`src/lsu_pkg.sv`:
```
`default_nettype none

package lsu_pkg;

    // ------------------------------------------------
    // widths
    // ------------------------------------------------
    localparam int unsigned XLEN          = 32;
    localparam int unsigned BE_W          = 4;
    localparam int unsigned TRANS_ID_BITS = 3;

    // ------------------------------------------------
    // operations and causes
    // ------------------------------------------------
    typedef enum logic [2:0] {
        LB, LBU, LH, LHU, LW, SB, SH, SW
    } lsu_op_e;

    typedef enum logic [1:0] {
        SIZE_B, SIZE_H, SIZE_W
    } lsu_size_e;

    typedef enum logic [3:0] {
        LD_ADDR_MISALIGNED = 4'd4,
        LD_ACCESS_FAULT    = 4'd5,
        ST_ADDR_MISALIGNED = 4'd6,
        ST_ACCESS_FAULT    = 4'd7
    } lsu_cause_e;

    function automatic logic op_is_load(lsu_op_e op);
        return op inside {LB, LBU, LH, LHU, LW};
    endfunction

    function automatic lsu_size_e op_size(lsu_op_e op);
        case (op)
            LB, LBU, SB: return SIZE_B;
            LH, LHU, SH: return SIZE_H;
            default:     return SIZE_W;
        endcase
    endfunction

    // ------------------------------------------------
    // shared structs
    // ------------------------------------------------
    typedef struct packed {
        lsu_cause_e        cause;
        logic [XLEN-1:0]   tval;
        logic              valid;
    } lsu_ex_t;

    // issued request, imm already sign extended
    typedef struct packed {
        lsu_op_e                  op;
        logic [XLEN-1:0]          operand_a;
        logic [XLEN-1:0]          imm;
        logic [XLEN-1:0]          operand_b;
        logic [TRANS_ID_BITS-1:0] trans_id;
    } lsu_req_t;

    typedef struct packed {
        logic                     valid;
        logic [XLEN-1:0]          vaddr;
        logic [XLEN-1:0]          wdata;
        logic [BE_W-1:0]          be;
        lsu_op_e                  op;
        logic [TRANS_ID_BITS-1:0] trans_id;
    } lsu_ctrl_t;

    typedef struct packed {
        logic [TRANS_ID_BITS-1:0] trans_id;
        logic [XLEN-1:0]          data;
        lsu_ex_t                  ex;
    } lsu_result_t;

    typedef struct packed {
        logic            req;
        logic            we;
        logic [XLEN-1:0] addr;
        logic [BE_W-1:0] be;
        logic [XLEN-1:0] wdata;
    } mem_req_t;

    typedef struct packed {
        logic            gnt;
        logic            rvalid;
        logic [XLEN-1:0] rdata;
    } mem_rsp_t;

    // sel 0 writes base, sel 1 writes limit
    typedef struct packed {
        logic            we;
        logic            sel;
        logic [XLEN-1:0] wdata;
    } region_cfg_t;

    typedef struct packed {
        logic [XLEN-1:0] base;
        logic [XLEN-1:0] limit;
    } region_t;

endpackage

`default_nettype wire
```
`src/lsu_top.sv`:
```
`default_nettype none

module lsu_top import lsu_pkg::*; (
    input  logic        clk_i,
    input  logic        rst_ni,
    // issue
    input  logic        lsu_valid_i,
    input  lsu_req_t    lsu_req_i,
    output logic        lsu_ready_o,
    // region config
    input  region_cfg_t cfg_i,
    // memory ports
    output mem_req_t    ld_mem_o,
    input  mem_rsp_t    ld_mem_i,
    output mem_req_t    st_mem_o,
    input  mem_rsp_t    st_mem_i,
    // write-back
    output logic        load_valid_o,
    output lsu_result_t load_result_o,
    output logic        store_valid_o,
    output lsu_result_t store_result_o
);

    lsu_ctrl_t req_ctrl;
    lsu_ctrl_t lsu_ctrl;
    region_t   region;
    lsu_ex_t   ex;
    logic      pop_ld;
    logic      pop_st;

    // ------------------------------------------------
    // address generation and buffering
    // ------------------------------------------------
    lsu_agu i_agu (
        .lsu_valid_i (lsu_valid_i),
        .lsu_req_i   (lsu_req_i),
        .lsu_ctrl_o  (req_ctrl)
    );

    lsu_bypass i_bypass (
        .clk_i       (clk_i),
        .rst_ni      (rst_ni),
        .lsu_ctrl_i  (req_ctrl),
        .lsu_valid_i (lsu_valid_i),
        .pop_ld_i    (pop_ld),
        .pop_st_i    (pop_st),
        .lsu_ctrl_o  (lsu_ctrl),
        .ready_o     (lsu_ready_o)
    );

    // ------------------------------------------------
    // fault check
    // ------------------------------------------------
    lsu_region_cfg i_region_cfg (
        .clk_i    (clk_i),
        .rst_ni   (rst_ni),
        .cfg_i    (cfg_i),
        .region_o (region)
    );

    lsu_fault_check i_fault_check (
        .lsu_ctrl_i (lsu_ctrl),
        .region_i   (region),
        .ex_o       (ex)
    );

    // ------------------------------------------------
    // load and store units
    // ------------------------------------------------
    lsu_load_unit i_load_unit (
        .clk_i      (clk_i),
        .rst_ni     (rst_ni),
        .lsu_ctrl_i (lsu_ctrl),
        .ex_i       (ex),
        .pop_ld_o   (pop_ld),
        .mem_req_o  (ld_mem_o),
        .mem_rsp_i  (ld_mem_i),
        .valid_o    (load_valid_o),
        .result_o   (load_result_o)
    );

    lsu_store_unit i_store_unit (
        .clk_i      (clk_i),
        .rst_ni     (rst_ni),
        .lsu_ctrl_i (lsu_ctrl),
        .ex_i       (ex),
        .pop_st_o   (pop_st),
        .mem_req_o  (st_mem_o),
        .mem_rsp_i  (st_mem_i),
        .valid_o    (store_valid_o),
        .result_o   (store_result_o)
    );

endmodule

`default_nettype wire

```
`src/lsu_store_unit.sv`:
```
`default_nettype none

module lsu_store_unit import lsu_pkg::*; (
    input  logic        clk_i,
    input  logic        rst_ni,
    input  lsu_ctrl_t   lsu_ctrl_i,
    input  lsu_ex_t     ex_i,
    output logic        pop_st_o,
    output mem_req_t    mem_req_o,
    input  mem_rsp_t    mem_rsp_i,
    output logic        valid_o,
    output lsu_result_t result_o
);

    typedef enum logic {IDLE, WAIT_GNT} st_state_e;

    st_state_e   state_d, state_q;
    lsu_ctrl_t   ctrl_q;
    lsu_ctrl_t   cur;
    logic        head_st;
    logic        valid_d, valid_q;
    lsu_result_t result_d, result_q;

    assign head_st = lsu_ctrl_i.valid && !op_is_load(lsu_ctrl_i.op);
    assign cur     = (state_q == IDLE) ? lsu_ctrl_i : ctrl_q;

    // write port, data already in its lane
    always_comb begin
        mem_req_o.req   = (state_q == IDLE && head_st && !ex_i.valid)
                       || (state_q == WAIT_GNT);
        mem_req_o.we    = 1'b1;
        mem_req_o.addr  = {cur.vaddr[XLEN-1:2], 2'b00};
        mem_req_o.be    = cur.be;
        mem_req_o.wdata = cur.wdata;
    end

    // ------------------------------------------------
    // FSM
    // ------------------------------------------------
    always_comb begin
        state_d           = state_q;
        pop_st_o          = 1'b0;
        valid_d           = 1'b0;
        result_d          = '0;
        result_d.trans_id = cur.trans_id;
        if (state_q == IDLE && head_st && ex_i.valid) begin
            pop_st_o    = 1'b1;
            valid_d     = 1'b1;
            result_d.ex = ex_i;
        end else if (mem_req_o.req && mem_rsp_i.gnt) begin
            // write lands in the grant cycle
            pop_st_o = 1'b1;
            valid_d  = 1'b1;
            state_d  = IDLE;
        end else if (mem_req_o.req) begin
            state_d = WAIT_GNT;
        end
    end

    always_ff @(posedge clk_i or negedge rst_ni) begin
        if (!rst_ni) begin
            state_q <= IDLE;
            valid_q <= 1'b0;
        end else begin
            state_q <= state_d;
            valid_q <= valid_d;
        end
    end

    always_ff @(posedge clk_i) begin
        if (state_q == IDLE) begin
            ctrl_q <= lsu_ctrl_i;
        end
        if (valid_d) begin
            result_q <= result_d;
        end
    end

    assign valid_o  = valid_q;
    assign result_o = result_q;

    // request held stable until granted
    a_hold_until_gnt: assert property (
        @(posedge clk_i) disable iff (!rst_ni)
        (mem_req_o.req && !mem_rsp_i.gnt) |=>
            (mem_req_o.req && $stable(mem_req_o.addr) && $stable(mem_req_o.wdata))
    );

endmodule

`default_nettype wire

```
`src/lsu_load_unit.sv`:
```
`default_nettype none

module lsu_load_unit import lsu_pkg::*; (
    input  logic        clk_i,
    input  logic        rst_ni,
    input  lsu_ctrl_t   lsu_ctrl_i,
    input  lsu_ex_t     ex_i,
    output logic        pop_ld_o,
    output mem_req_t    mem_req_o,
    input  mem_rsp_t    mem_rsp_i,
    output logic        valid_o,
    output lsu_result_t result_o
);

    typedef enum logic [1:0] {IDLE, WAIT_GNT, WAIT_RVALID} ld_state_e;

    ld_state_e       state_d, state_q;
    lsu_ctrl_t       ctrl_q;
    lsu_ctrl_t       cur;
    logic            head_ld;
    logic [XLEN-1:0] lane;
    logic [XLEN-1:0] ld_data;
    logic            valid_d, valid_q;
    lsu_result_t     result_d, result_q;

    assign head_ld = lsu_ctrl_i.valid && op_is_load(lsu_ctrl_i.op);
    // head while idle, the load in flight afterwards
    assign cur     = (state_q == IDLE) ? lsu_ctrl_i : ctrl_q;

    // ------------------------------------------------
    // read port
    // ------------------------------------------------
    always_comb begin
        mem_req_o.req   = (state_q == IDLE && head_ld && !ex_i.valid)
                       || (state_q == WAIT_GNT);
        mem_req_o.we    = 1'b0;
        mem_req_o.addr  = {cur.vaddr[XLEN-1:2], 2'b00};
        mem_req_o.be    = cur.be;
        mem_req_o.wdata = '0;
    end

    // lane extraction and extension
    assign lane = mem_rsp_i.rdata >> {ctrl_q.vaddr[1:0], 3'b000};

    always_comb begin
        case (ctrl_q.op)
            LB:      ld_data = {{(XLEN-8){lane[7]}}, lane[7:0]};
            LBU:     ld_data = {{(XLEN-8){1'b0}}, lane[7:0]};
            LH:      ld_data = {{(XLEN-16){lane[15]}}, lane[15:0]};
            LHU:     ld_data = {{(XLEN-16){1'b0}}, lane[15:0]};
            default: ld_data = lane;
        endcase
    end

    // ------------------------------------------------
    // FSM
    // ------------------------------------------------
    always_comb begin
        state_d  = state_q;
        pop_ld_o = 1'b0;
        valid_d  = 1'b0;
        result_d = '0;
        case (state_q)
            IDLE: begin
                if (head_ld) begin
                    if (ex_i.valid) begin
                        // fault, memory stays untouched
                        pop_ld_o          = 1'b1;
                        valid_d           = 1'b1;
                        result_d.trans_id = cur.trans_id;
                        result_d.ex       = ex_i;
                    end else if (mem_rsp_i.gnt) begin
                        pop_ld_o = 1'b1;
                        state_d  = WAIT_RVALID;
                    end else begin
                        state_d = WAIT_GNT;
                    end
                end
            end
            WAIT_GNT: begin
                if (mem_rsp_i.gnt) begin
                    pop_ld_o = 1'b1;
                    state_d  = WAIT_RVALID;
                end
            end
            WAIT_RVALID: begin
                if (mem_rsp_i.rvalid) begin
                    valid_d           = 1'b1;
                    result_d.trans_id = ctrl_q.trans_id;
                    result_d.data     = ld_data;
                    state_d           = IDLE;
                end
            end
            default: state_d = IDLE;
        endcase
    end

    always_ff @(posedge clk_i or negedge rst_ni) begin
        if (!rst_ni) begin
            state_q <= IDLE;
            valid_q <= 1'b0;
        end else begin
            state_q <= state_d;
            valid_q <= valid_d;
        end
    end

    // track the head until the load leaves idle
    always_ff @(posedge clk_i) begin
        if (state_q == IDLE) begin
            ctrl_q <= lsu_ctrl_i;
        end
        if (valid_d) begin
            result_q <= result_d;
        end
    end

    assign valid_o  = valid_q;
    assign result_o = result_q;

    a_rvalid_expected: assert property (
        @(posedge clk_i) disable iff (!rst_ni)
        mem_rsp_i.rvalid |-> (state_q == WAIT_RVALID)
    );

endmodule

`default_nettype wire

```
`src/lsu_fault_check.sv`:
```
`default_nettype none

module lsu_fault_check import lsu_pkg::*; (
    input  lsu_ctrl_t lsu_ctrl_i,
    input  region_t   region_i,
    output lsu_ex_t   ex_o
);

    logic is_load;
    logic misaligned;
    logic out_of_region;

    assign is_load = op_is_load(lsu_ctrl_i.op);

    always_comb begin
        case (op_size(lsu_ctrl_i.op))
            SIZE_H:  misaligned = lsu_ctrl_i.vaddr[0];
            SIZE_W:  misaligned = (lsu_ctrl_i.vaddr[1:0] != 2'b00);
            default: misaligned = 1'b0;
        endcase
    end

    // inclusive bounds
    assign out_of_region = (lsu_ctrl_i.vaddr < region_i.base)
                        || (lsu_ctrl_i.vaddr > region_i.limit);

    // access fault takes priority over misaligned
    always_comb begin
        ex_o = '0;
        if (lsu_ctrl_i.valid) begin
            if (out_of_region) begin
                ex_o.valid = 1'b1;
                ex_o.cause = is_load ? LD_ACCESS_FAULT : ST_ACCESS_FAULT;
            end else if (misaligned) begin
                ex_o.valid = 1'b1;
                ex_o.cause = is_load ? LD_ADDR_MISALIGNED : ST_ADDR_MISALIGNED;
            end
            if (ex_o.valid) begin
                ex_o.tval = lsu_ctrl_i.vaddr;
            end
        end
    end

endmodule

`default_nettype wire

```
`src/lsu_region_cfg.sv`:
```
`default_nettype none

module lsu_region_cfg import lsu_pkg::*; (
    input  logic        clk_i,
    input  logic        rst_ni,
    input  region_cfg_t cfg_i,
    output region_t     region_o
);

    region_t region_q;

    // ------------------------------------------------
    // base and limit registers
    // ------------------------------------------------
    // whole address space allowed out of reset
    always_ff @(posedge clk_i or negedge rst_ni) begin
        if (!rst_ni) begin
            region_q.base  <= '0;
            region_q.limit <= '1;
        end else if (cfg_i.we) begin
            if (cfg_i.sel) begin
                region_q.limit <= cfg_i.wdata;
            end else begin
                region_q.base <= cfg_i.wdata;
            end
        end
    end

    assign region_o = region_q;

endmodule

`default_nettype wire

```
`src/lsu_bypass.sv`:
```
`default_nettype none

module lsu_bypass import lsu_pkg::*; (
    input  logic      clk_i,
    input  logic      rst_ni,
    input  lsu_ctrl_t lsu_ctrl_i,
    input  logic      lsu_valid_i,
    input  logic      pop_ld_i,
    input  logic      pop_st_i,
    output lsu_ctrl_t lsu_ctrl_o,
    output logic      ready_o
);

    lsu_ctrl_t [1:0] mem_q;
    logic            rd_ptr_q;
    logic            wr_ptr_q;
    logic [1:0]      count_q;
    logic            push;
    logic            pop;
    logic            empty;

    assign empty   = (count_q == 2'd0);
    assign ready_o = empty;
    assign push    = lsu_valid_i && ready_o;
    assign pop     = pop_ld_i || pop_st_i;

    // head entry, or the incoming request when nothing is held
    assign lsu_ctrl_o = empty ? lsu_ctrl_i : mem_q[rd_ptr_q];

    // ------------------------------------------------
    // pointers and fill level
    // ------------------------------------------------
    always_ff @(posedge clk_i or negedge rst_ni) begin
        if (!rst_ni) begin
            rd_ptr_q <= 1'b0;
            wr_ptr_q <= 1'b0;
            count_q  <= 2'd0;
        end else begin
            if (push) begin
                wr_ptr_q <= ~wr_ptr_q;
            end
            if (pop) begin
                rd_ptr_q <= ~rd_ptr_q;
            end
            count_q <= count_q + {1'b0, push} - {1'b0, pop};
        end
    end

    // storage
    always_ff @(posedge clk_i) begin
        if (push) begin
            mem_q[wr_ptr_q] <= lsu_ctrl_i;
        end
    end

    // issue side must respect ready
    a_no_push_when_full: assert property (
        @(posedge clk_i) disable iff (!rst_ni) lsu_valid_i |-> ready_o
    );

    // head goes to exactly one unit
    a_single_pop: assert property (
        @(posedge clk_i) disable iff (!rst_ni) !(pop_ld_i && pop_st_i)
    );

endmodule

`default_nettype wire

```
`src/lsu_agu.sv`:
```
`default_nettype none

module lsu_agu import lsu_pkg::*; (
    input  logic      lsu_valid_i,
    input  lsu_req_t  lsu_req_i,
    output lsu_ctrl_t lsu_ctrl_o
);

    logic [XLEN-1:0] vaddr;
    logic [BE_W-1:0] size_mask;

    // wraps around on overflow
    assign vaddr = lsu_req_i.operand_a + lsu_req_i.imm;

    always_comb begin
        case (op_size(lsu_req_i.op))
            SIZE_B:  size_mask = 4'b0001;
            SIZE_H:  size_mask = 4'b0011;
            default: size_mask = 4'b1111;
        endcase
    end

    always_comb begin
        lsu_ctrl_o.valid    = lsu_valid_i;
        lsu_ctrl_o.vaddr    = vaddr;
        // misaligned accesses keep their shifted enables
        lsu_ctrl_o.be       = size_mask << vaddr[1:0];
        // store data moved into its byte lane
        lsu_ctrl_o.wdata    = lsu_req_i.operand_b << {vaddr[1:0], 3'b000};
        lsu_ctrl_o.op       = lsu_req_i.op;
        lsu_ctrl_o.trans_id = lsu_req_i.trans_id;
    end

endmodule

`default_nettype wire

```
`config.mk`:
```
export PLATFORM = sky130hd
export DESIGN_NAME = lsu_top
export DESIGN_NICKNAME = d
export VERILOG_FILES = /design/src/lsu_pkg.sv /design/src/lsu_top.sv /design/src/lsu_store_unit.sv /design/src/lsu_load_unit.sv /design/src/lsu_fault_check.sv /design/src/lsu_region_cfg.sv /design/src/lsu_bypass.sv /design/src/lsu_agu.sv
export SDC_FILE = /design/constraint.sdc
export NUM_CORES = 1
export LEC_CHECK = 0
export ABC_AREA = 1
export BUFFER_PORTS_ARGS = -buffer_cell sky130_fd_sc_hd__buf_4
export CAP_MARGIN = 40
export CORE_ASPECT_RATIO = 0.9
export CORE_MARGIN = 3
export CORE_UTILIZATION = 40
export CTS_CLUSTER_DIAMETER = 100
export CTS_CLUSTER_SIZE = 12
export DETAILED_ROUTE_END_ITERATION = 6
export PLACE_DENSITY = 0.64
export SYNTH_ARGS = -nofsm -noshare
export SYNTH_HDL_FRONTEND = slang
export SYNTH_SLANG_ARGS = --single-unit
```
`constraint.sdc`:
```
create_clock -name clk_i -period 11.08 [get_ports clk_i]
set_clock_uncertainty 0.05 [all_clocks]
set_input_delay 1.662 -clock clk_i [delete_from_list [all_inputs] [get_ports clk_i]]
set_output_delay 1.662 -clock clk_i [all_outputs]
set_load 0.1 [all_outputs]
```
==> impl_metrics.py, run 1 <==
metrics = {
    "logic_synthesis": {
        "synthTopCellsByArea": "edfxtp_1 (36%), nand2_1 (10%), dfxtp_1 (9.5%)",
        "synth_seq_cells": 444,
        "async_flop_share": 0.164,
        "synth_top_area_frac": 0.357,
        "synthCells": 2409,
        "yosys_warnings": 0,
        "synthFlopType": "edfxtp_1",
        "synth_cell_types": 65,
        "yosysSeqAreaShare": 0.537,
        "netlist_area_um2": 22300,
        "synth-edff-count": 265,
        "avgSynthCellArea_um2": 9.24,
        "yosysTopAreaCell": "edfxtp_1",
    },
    "place": {
        "place_area_um2": 25100,
        "dpl.hpwl_um": 47300,
        "numPortBuffers": 388,
        "routabilityCongestion": 0.869,
    },
    "floorplanning": {
        "die_y_um": 230,
        "die_x_um": 255,
        "io_pins": 494,
        "fp-row-count": 81,
        "die_area_um2": 58500,
        "start_util": 0.407,
        "core_area_um2": 54700,
    },
    "detailed_routing": {
        "remaining_drc_errors": 0,
        "postRouteWirelength_um": 64900,
        "ant_nets": 0,
        "drt-vias-per-instance": 4.99,
        "wl_per_cell_um": 18.9,
        "first_pass_iters": 5,
        "drtIter0Drc": 1306,
        "vias": 17078,
    },
    "sta": {
        "tightest_slew_ps": 916,
        "fmax_mhz": 122,
        "rsz0062_at_grt": "false",
        "final-setup-viol-count": 0,
        "maxSlewViolCount": 0,
        "finalHoldViolCount": 0,
        "setup_tns_ps": 0,
        "slew_headroom": 0.389,
        "finalCritPeriodShare": 0.740,
        "post-route-min-period_ps": 8190,
    },
    "critical_path": {
        "crit_arrival_ps": 6480,
        "path_max_fanout": 5,
        "r2r-start": "i_bypass.rd_ptr_q",
        "start_kind": "input pin",
        "rrSetupSlack_ps": 5130,
        "reg2reg_to": "i_store_unit.result_o[0]",
        "ff2ff_path_depth": 17,
        "critPathKind": "in -> out",
        "critical_path_required_ps": 9370,
        "crit_end": "ld_mem_o[69]",
        "critPathLaunch": "lsu_req_i[37]",
        "end_kind": "output pin",
    },
    "clock_network": {
        "cts_tree": "built",
        "clock-sinks": 444,
        "hold_buffers": 0,
        "cts-root-buf": "clkbuf_16",
        "cts_buffer_depth": 3,
        "insertion_delay_ps": 590,
        "cts_post_setup_buffers_inserted": 0,
        "h-tree-depth": 2,
        "cts_buffers": 42,
        "cts_resized": 0,
        "cts.clk_slew.worst_paths_ps": 60,
    },
    "worst_hold_path": {
        "min_from": "i_store_unit.ctrl_q[23]",
        "hold_path.class": "reg -> reg",
    },
    "cells_and_area": {
        "multiInputGateArea_um2": 8050,
        "drive_gt1_frac": 0.217,
        "fillers": 5209,
        "final_common_cell": "nand2_1",
        "seq_area_um2": 11900,
        "final_area_um2": 26300,
        "area_growth_pct": 18.2,
        "final_cell_mix": "nand2_1 (590), buf_4 (414), edfxtp_1 (265)",
        "fin_nets": 2984,
    },
    "global_route": {
        "grt_antenna_before_repair": 8,
        "grt_usage": 0.215,
        "grt_pass1_vias": 16498,
        "grt_pass1_wl_um": 96600,
        "grt_overflow_total": 0,
        "grt_max_degree": 79,
    },
    "run": {
        "max-cap-violations": 0,
    },
    "run_status": {
        "outcome": "completed",
    },
}
## worst max-delay path, cell delays in order
cell and delay, ps:
buf_4 110, ha_1 340, a21oi_1 140, nand2_1 110
a21oi_2 190, o21ai_1 130, a21oi_2 270, nand3b_1 140
o311ai_0 150, nand2_1 110, nand3_1 90, nand2_1 560
inv_1 170, ha_1 350, nand3_1 130, nor2_1 270
nand3_1 130, nor2_1 180, nand2_1 80, nand2_1 60
o21ai_0 220, nand3_4 200, nand2_2 90, a21oi_1 250
inv_1 90, buf_4 240
## final cells by class
type                       instances  share of cell area
antenna                            4            0.000380
inverter                         229              0.0327
clock buffer                      76              0.0456
multi-input combinational       1538               0.306
clock inverter                     2             0.00124
tap                              705              0.0335
timing repair buffer             425               0.127
sequential                       444               0.454
## cells in the mapped netlist, types with 14 or more instances
cell and instances:
clkbuf_1 70, inv_1 213, a31oi_1 35, or2_2 18
dfstp_2 32, nand3_1 66, edfxtp_1 265, nand2_1 593
nor2_1 195, a21oi_1 89, o211ai_1 29, xor2_1 17
ha_1 96, dfrtp_1 41, dfxtp_1 106, o21ai_0 184
inv_2 14, buf_4 173
## routing by layer
metal | share of wire | GRT usage | up-vias
li1 | - | - | 8306
met1 | 0.45 | 0.300 | 8127
met2 | 0.45 | 0.341 | 555
met3 | 0.075 | 0.0423 | 86
met4 | 0.025 | 0.0611 | 4
met5 | 0.00037 | 0 | -
## state kept, by name, indices dropped and copies added, names as in the netlist
signal	count
i_bypass.mem_q	150
i_load_unit.ctrl_q	42
i_store_unit.ctrl_q	69
i_store_unit.state_q	1
i_bypass.count_q	2
i_bypass.wr_ptr_q	1
i_store_unit.result_o	39
i_load_unit.result_o	71
i_bypass.rd_ptr_q	1
i_load_unit.state_q	2
i_load_unit.valid_o	1
i_store_unit.valid_o	1
i_region_cfg.region_o	64
## per-stage QoR
step | setup slack [ps] | hold WS [ps] | instances | util
floorplan | 3920 | 373 | 2480 | -
global placement | 2960 | 385 | 3324 | 0.453
detailed placement | 2860 | 390 | 3341 | 0.458
CTS | 2850 | 408 | 3419 | 0.481
global route | 2420 | 427 | 3421 | 0.481
finish | 2890 | 404 | 3423 | 0.481
## kinds of logic (layout without fill, tap and decap cells)
group	count (synthesis)	after routing	synth area share
xor gates and xnor gates	29	29	0.0121
other	2	77	0.000337
AOI/OAI and AO/OA	420	420	0.113
DFF	444	444	0.537
buffers and inverters	498	732	0.115
adders and majority gates	97	97	0.0549
muxes	2	2	0.000899
and+or+nand+nor	917	917	0.167
## worst min path at each step
stage	end	slack, ps	depth (start not counted)
after floorplan	i_load_unit.ctrl_q[68]	370	2
after global placement	i_store_unit.ctrl_q[68]	380	2
after detailed placement	i_store_unit.ctrl_q[67]	390	2
after CTS	i_store_unit.ctrl_q[38]	410	2
after global routing	i_store_unit.ctrl_q[65]	430	2
final	i_store_unit.ctrl_q[23]	400	2
Power of run 1 is not shown: default switching activity piles up to over one toggle a cycle in this logic, so the estimate is an artifact.
==> run 2, diff against run 1 <==
==> constraint.sdc (replaced) <==
create_clock -name clk_i -period 8.45 [get_ports clk_i]
set_clock_uncertainty 0.05 [all_clocks]
set_input_delay 1.2675 -clock clk_i [delete_from_list [all_inputs] [get_ports clk_i]]
set_output_delay 1.2675 -clock clk_i [all_outputs]
set_load 0.1 [all_outputs]
==> impl_metrics.py, run 2 (synthesis results as in run 1) <==
metrics = {
    "sta": {
        "finalHoldViolCount": 0,
        "rsz0062_at_grt": "false",
        "finalWorstSetupSlack_ps": 1140,
        "finalCritPeriodShare": 0.865,
        "setup_tns_ps": 0,
        "maxSlewViolCount": 0,
        "fmax_mhz": 137,
        "tightest_slew_ps": 909,
        "post-route-min-period_ps": 7310,
        "slew_headroom": 0.394,
        "final-setup-viol-count": 0,
    },
    "detailed_routing": {
        "ant_nets": 0,
        "first_pass_iters": 7,
        "vias": 17056,
        "drtIter0Drc": 1188,
        "drt-vias-per-instance": 4.99,
        "remaining_drc_errors": 0,
        "wl_per_cell_um": 18.7,
        "postRouteWirelength_um": 63900,
    },
    "floorplanning": {
        "die_area_um2": 58500,
        "die_x_um": 255,
        "start_util": 0.407,
        "die_y_um": 230,
        "io_pins": 494,
        "fp-row-count": 81,
        "core_area_um2": 54700,
    },
    "critical_path": {
        "start_kind": "input pin",
        "reg2reg_to": "i_store_unit.result_o[4]",
        "crit_arrival_ps": 6000,
        "path_buf_inv": 6,
        "r2r-start": "i_bypass.count_q[0]",
        "critical_path_required_ps": 7130,
        "rrSetupSlack_ps": 2530,
        "critPathKind": "in -> out",
        "cpPeakStageDelay_ps": 560,
        "ff2ff_path_depth": 18,
        "crit_family": "compound AO/OA/AOI/OAI gates",
        "critPathSlowestCell": "o21ai_0",
        "path_max_fanout": 5,
        "end_kind": "output pin",
    },
    "run_status": {
        "outcome": "completed",
    },
    "worst_hold_path": {
        "hold_path.class": "reg -> reg",
        "min_from": "i_store_unit.ctrl_q[22]",
        "whs_path_depth": 2,
        "min_to": "i_store_unit.ctrl_q[22]",
    },
    "global_route": {
        "grt_usage": 0.212,
        "grt_max_degree": 79,
        "grt_pass1_vias": 16235,
        "grt_overflow_total": 0,
        "grt_pass1_wl_um": 95700,
        "grt_antenna_before_repair": 4,
    },
    "cells_and_area": {
        "regMostFlops": "i_bypass.mem_q",
        "final_common_cell": "nand2_1",
        "area_growth_pct": 17.7,
        "drive_gt1_frac": 0.216,
        "largest_reg_flops": 150,
        "final_cell_mix": "nand2_1 (590), buf_4 (418), edfxtp_1 (265)",
        "fin_nets": 2983,
    },
    "clock_network": {
        "cts_buffers": 42,
        "cts_resized": 0,
        "cts_post_setup_buffers_inserted": 0,
        "h-tree-depth": 2,
        "insertion_delay_ps": 560,
        "clock-sinks": 444,
        "cts.clk_slew.worst_paths_ps": 60,
        "cts-root-buf": "clkbuf_16",
        "cts_tree": "built",
        "cts_buffer_depth": 3,
        "hold_buffers": 0,
    },
    "run": {
        "max-cap-violations": 0,
    },
    "place": {
        "routabilityCongestion": 0.868,
        "numPortBuffers": 388,
        "dpl.hpwl_um": 47000,
        "preCtsSetupSlack_ps": 1120,
    },
}
## run 2: changes by cell type in the layout (fill, tap and decap cells not counted), sizes merged
cell and change:
buf -1, clkbuf -2, diode -2, clkinv -2, inv +1
## run 2: tightest hold or removal path: cells and delay by family (launching register included)
| family | cells | cell delay, ps |
|---|---|---|
| flip-flops | 1 | 310 |
| AND/OR/NAND/NOR | 2 | 120 |
## run 2: worst max-delay path by stage
stage                        from                  endpoint  depth (start not counted)
global route        lsu_req_i[35]              ld_mem_o[69]                         27
floorplan           lsu_req_i[35]  i_store_unit.result_o[0]                         27
finish              lsu_req_i[35]              ld_mem_o[69]                         27
detailed placement  lsu_req_i[35]              ld_mem_o[69]                         27
CTS                 lsu_req_i[35]              ld_mem_o[69]                         27
global placement    lsu_req_i[35]              ld_mem_o[69]                         34
## run 2: area by class of cell
type | instances | area (um^2)
Antenna cell | 2 | 5.00
Clock buffer | 74 | 1190
Clock inverter | 1 | 8.76
Fill cell | 5122 | 28500
Inverter | 229 | 860
Multi-Input combinational cell | 1538 | 8050
Sequential cell | 444 | 11900
Tap cell | 705 | 882
Timing Repair Buffer | 424 | 3260
## run 2: metal layers
metal | global-route usage | part of all wire
met1 | 0.303 | 0.46
met2 | 0.339 | 0.46
met3 | 0.0319 | 0.067
met4 | 0.0481 | 0.018
met5 | 0 | 0.00044
## run 2: per-stage QoR
step	hold slack [ps]	cell area (um^2)	cells	util
floorplan	373	22500	2480	-
global placement	390	24800	3330	0.454
global route	420	26200	3415	0.479
finish	407	26200	3417	0.479
detailed placement	391	25000	3340	0.457
CTS	407	26200	3415	0.479
Power of run 2 is left out for the same reason.
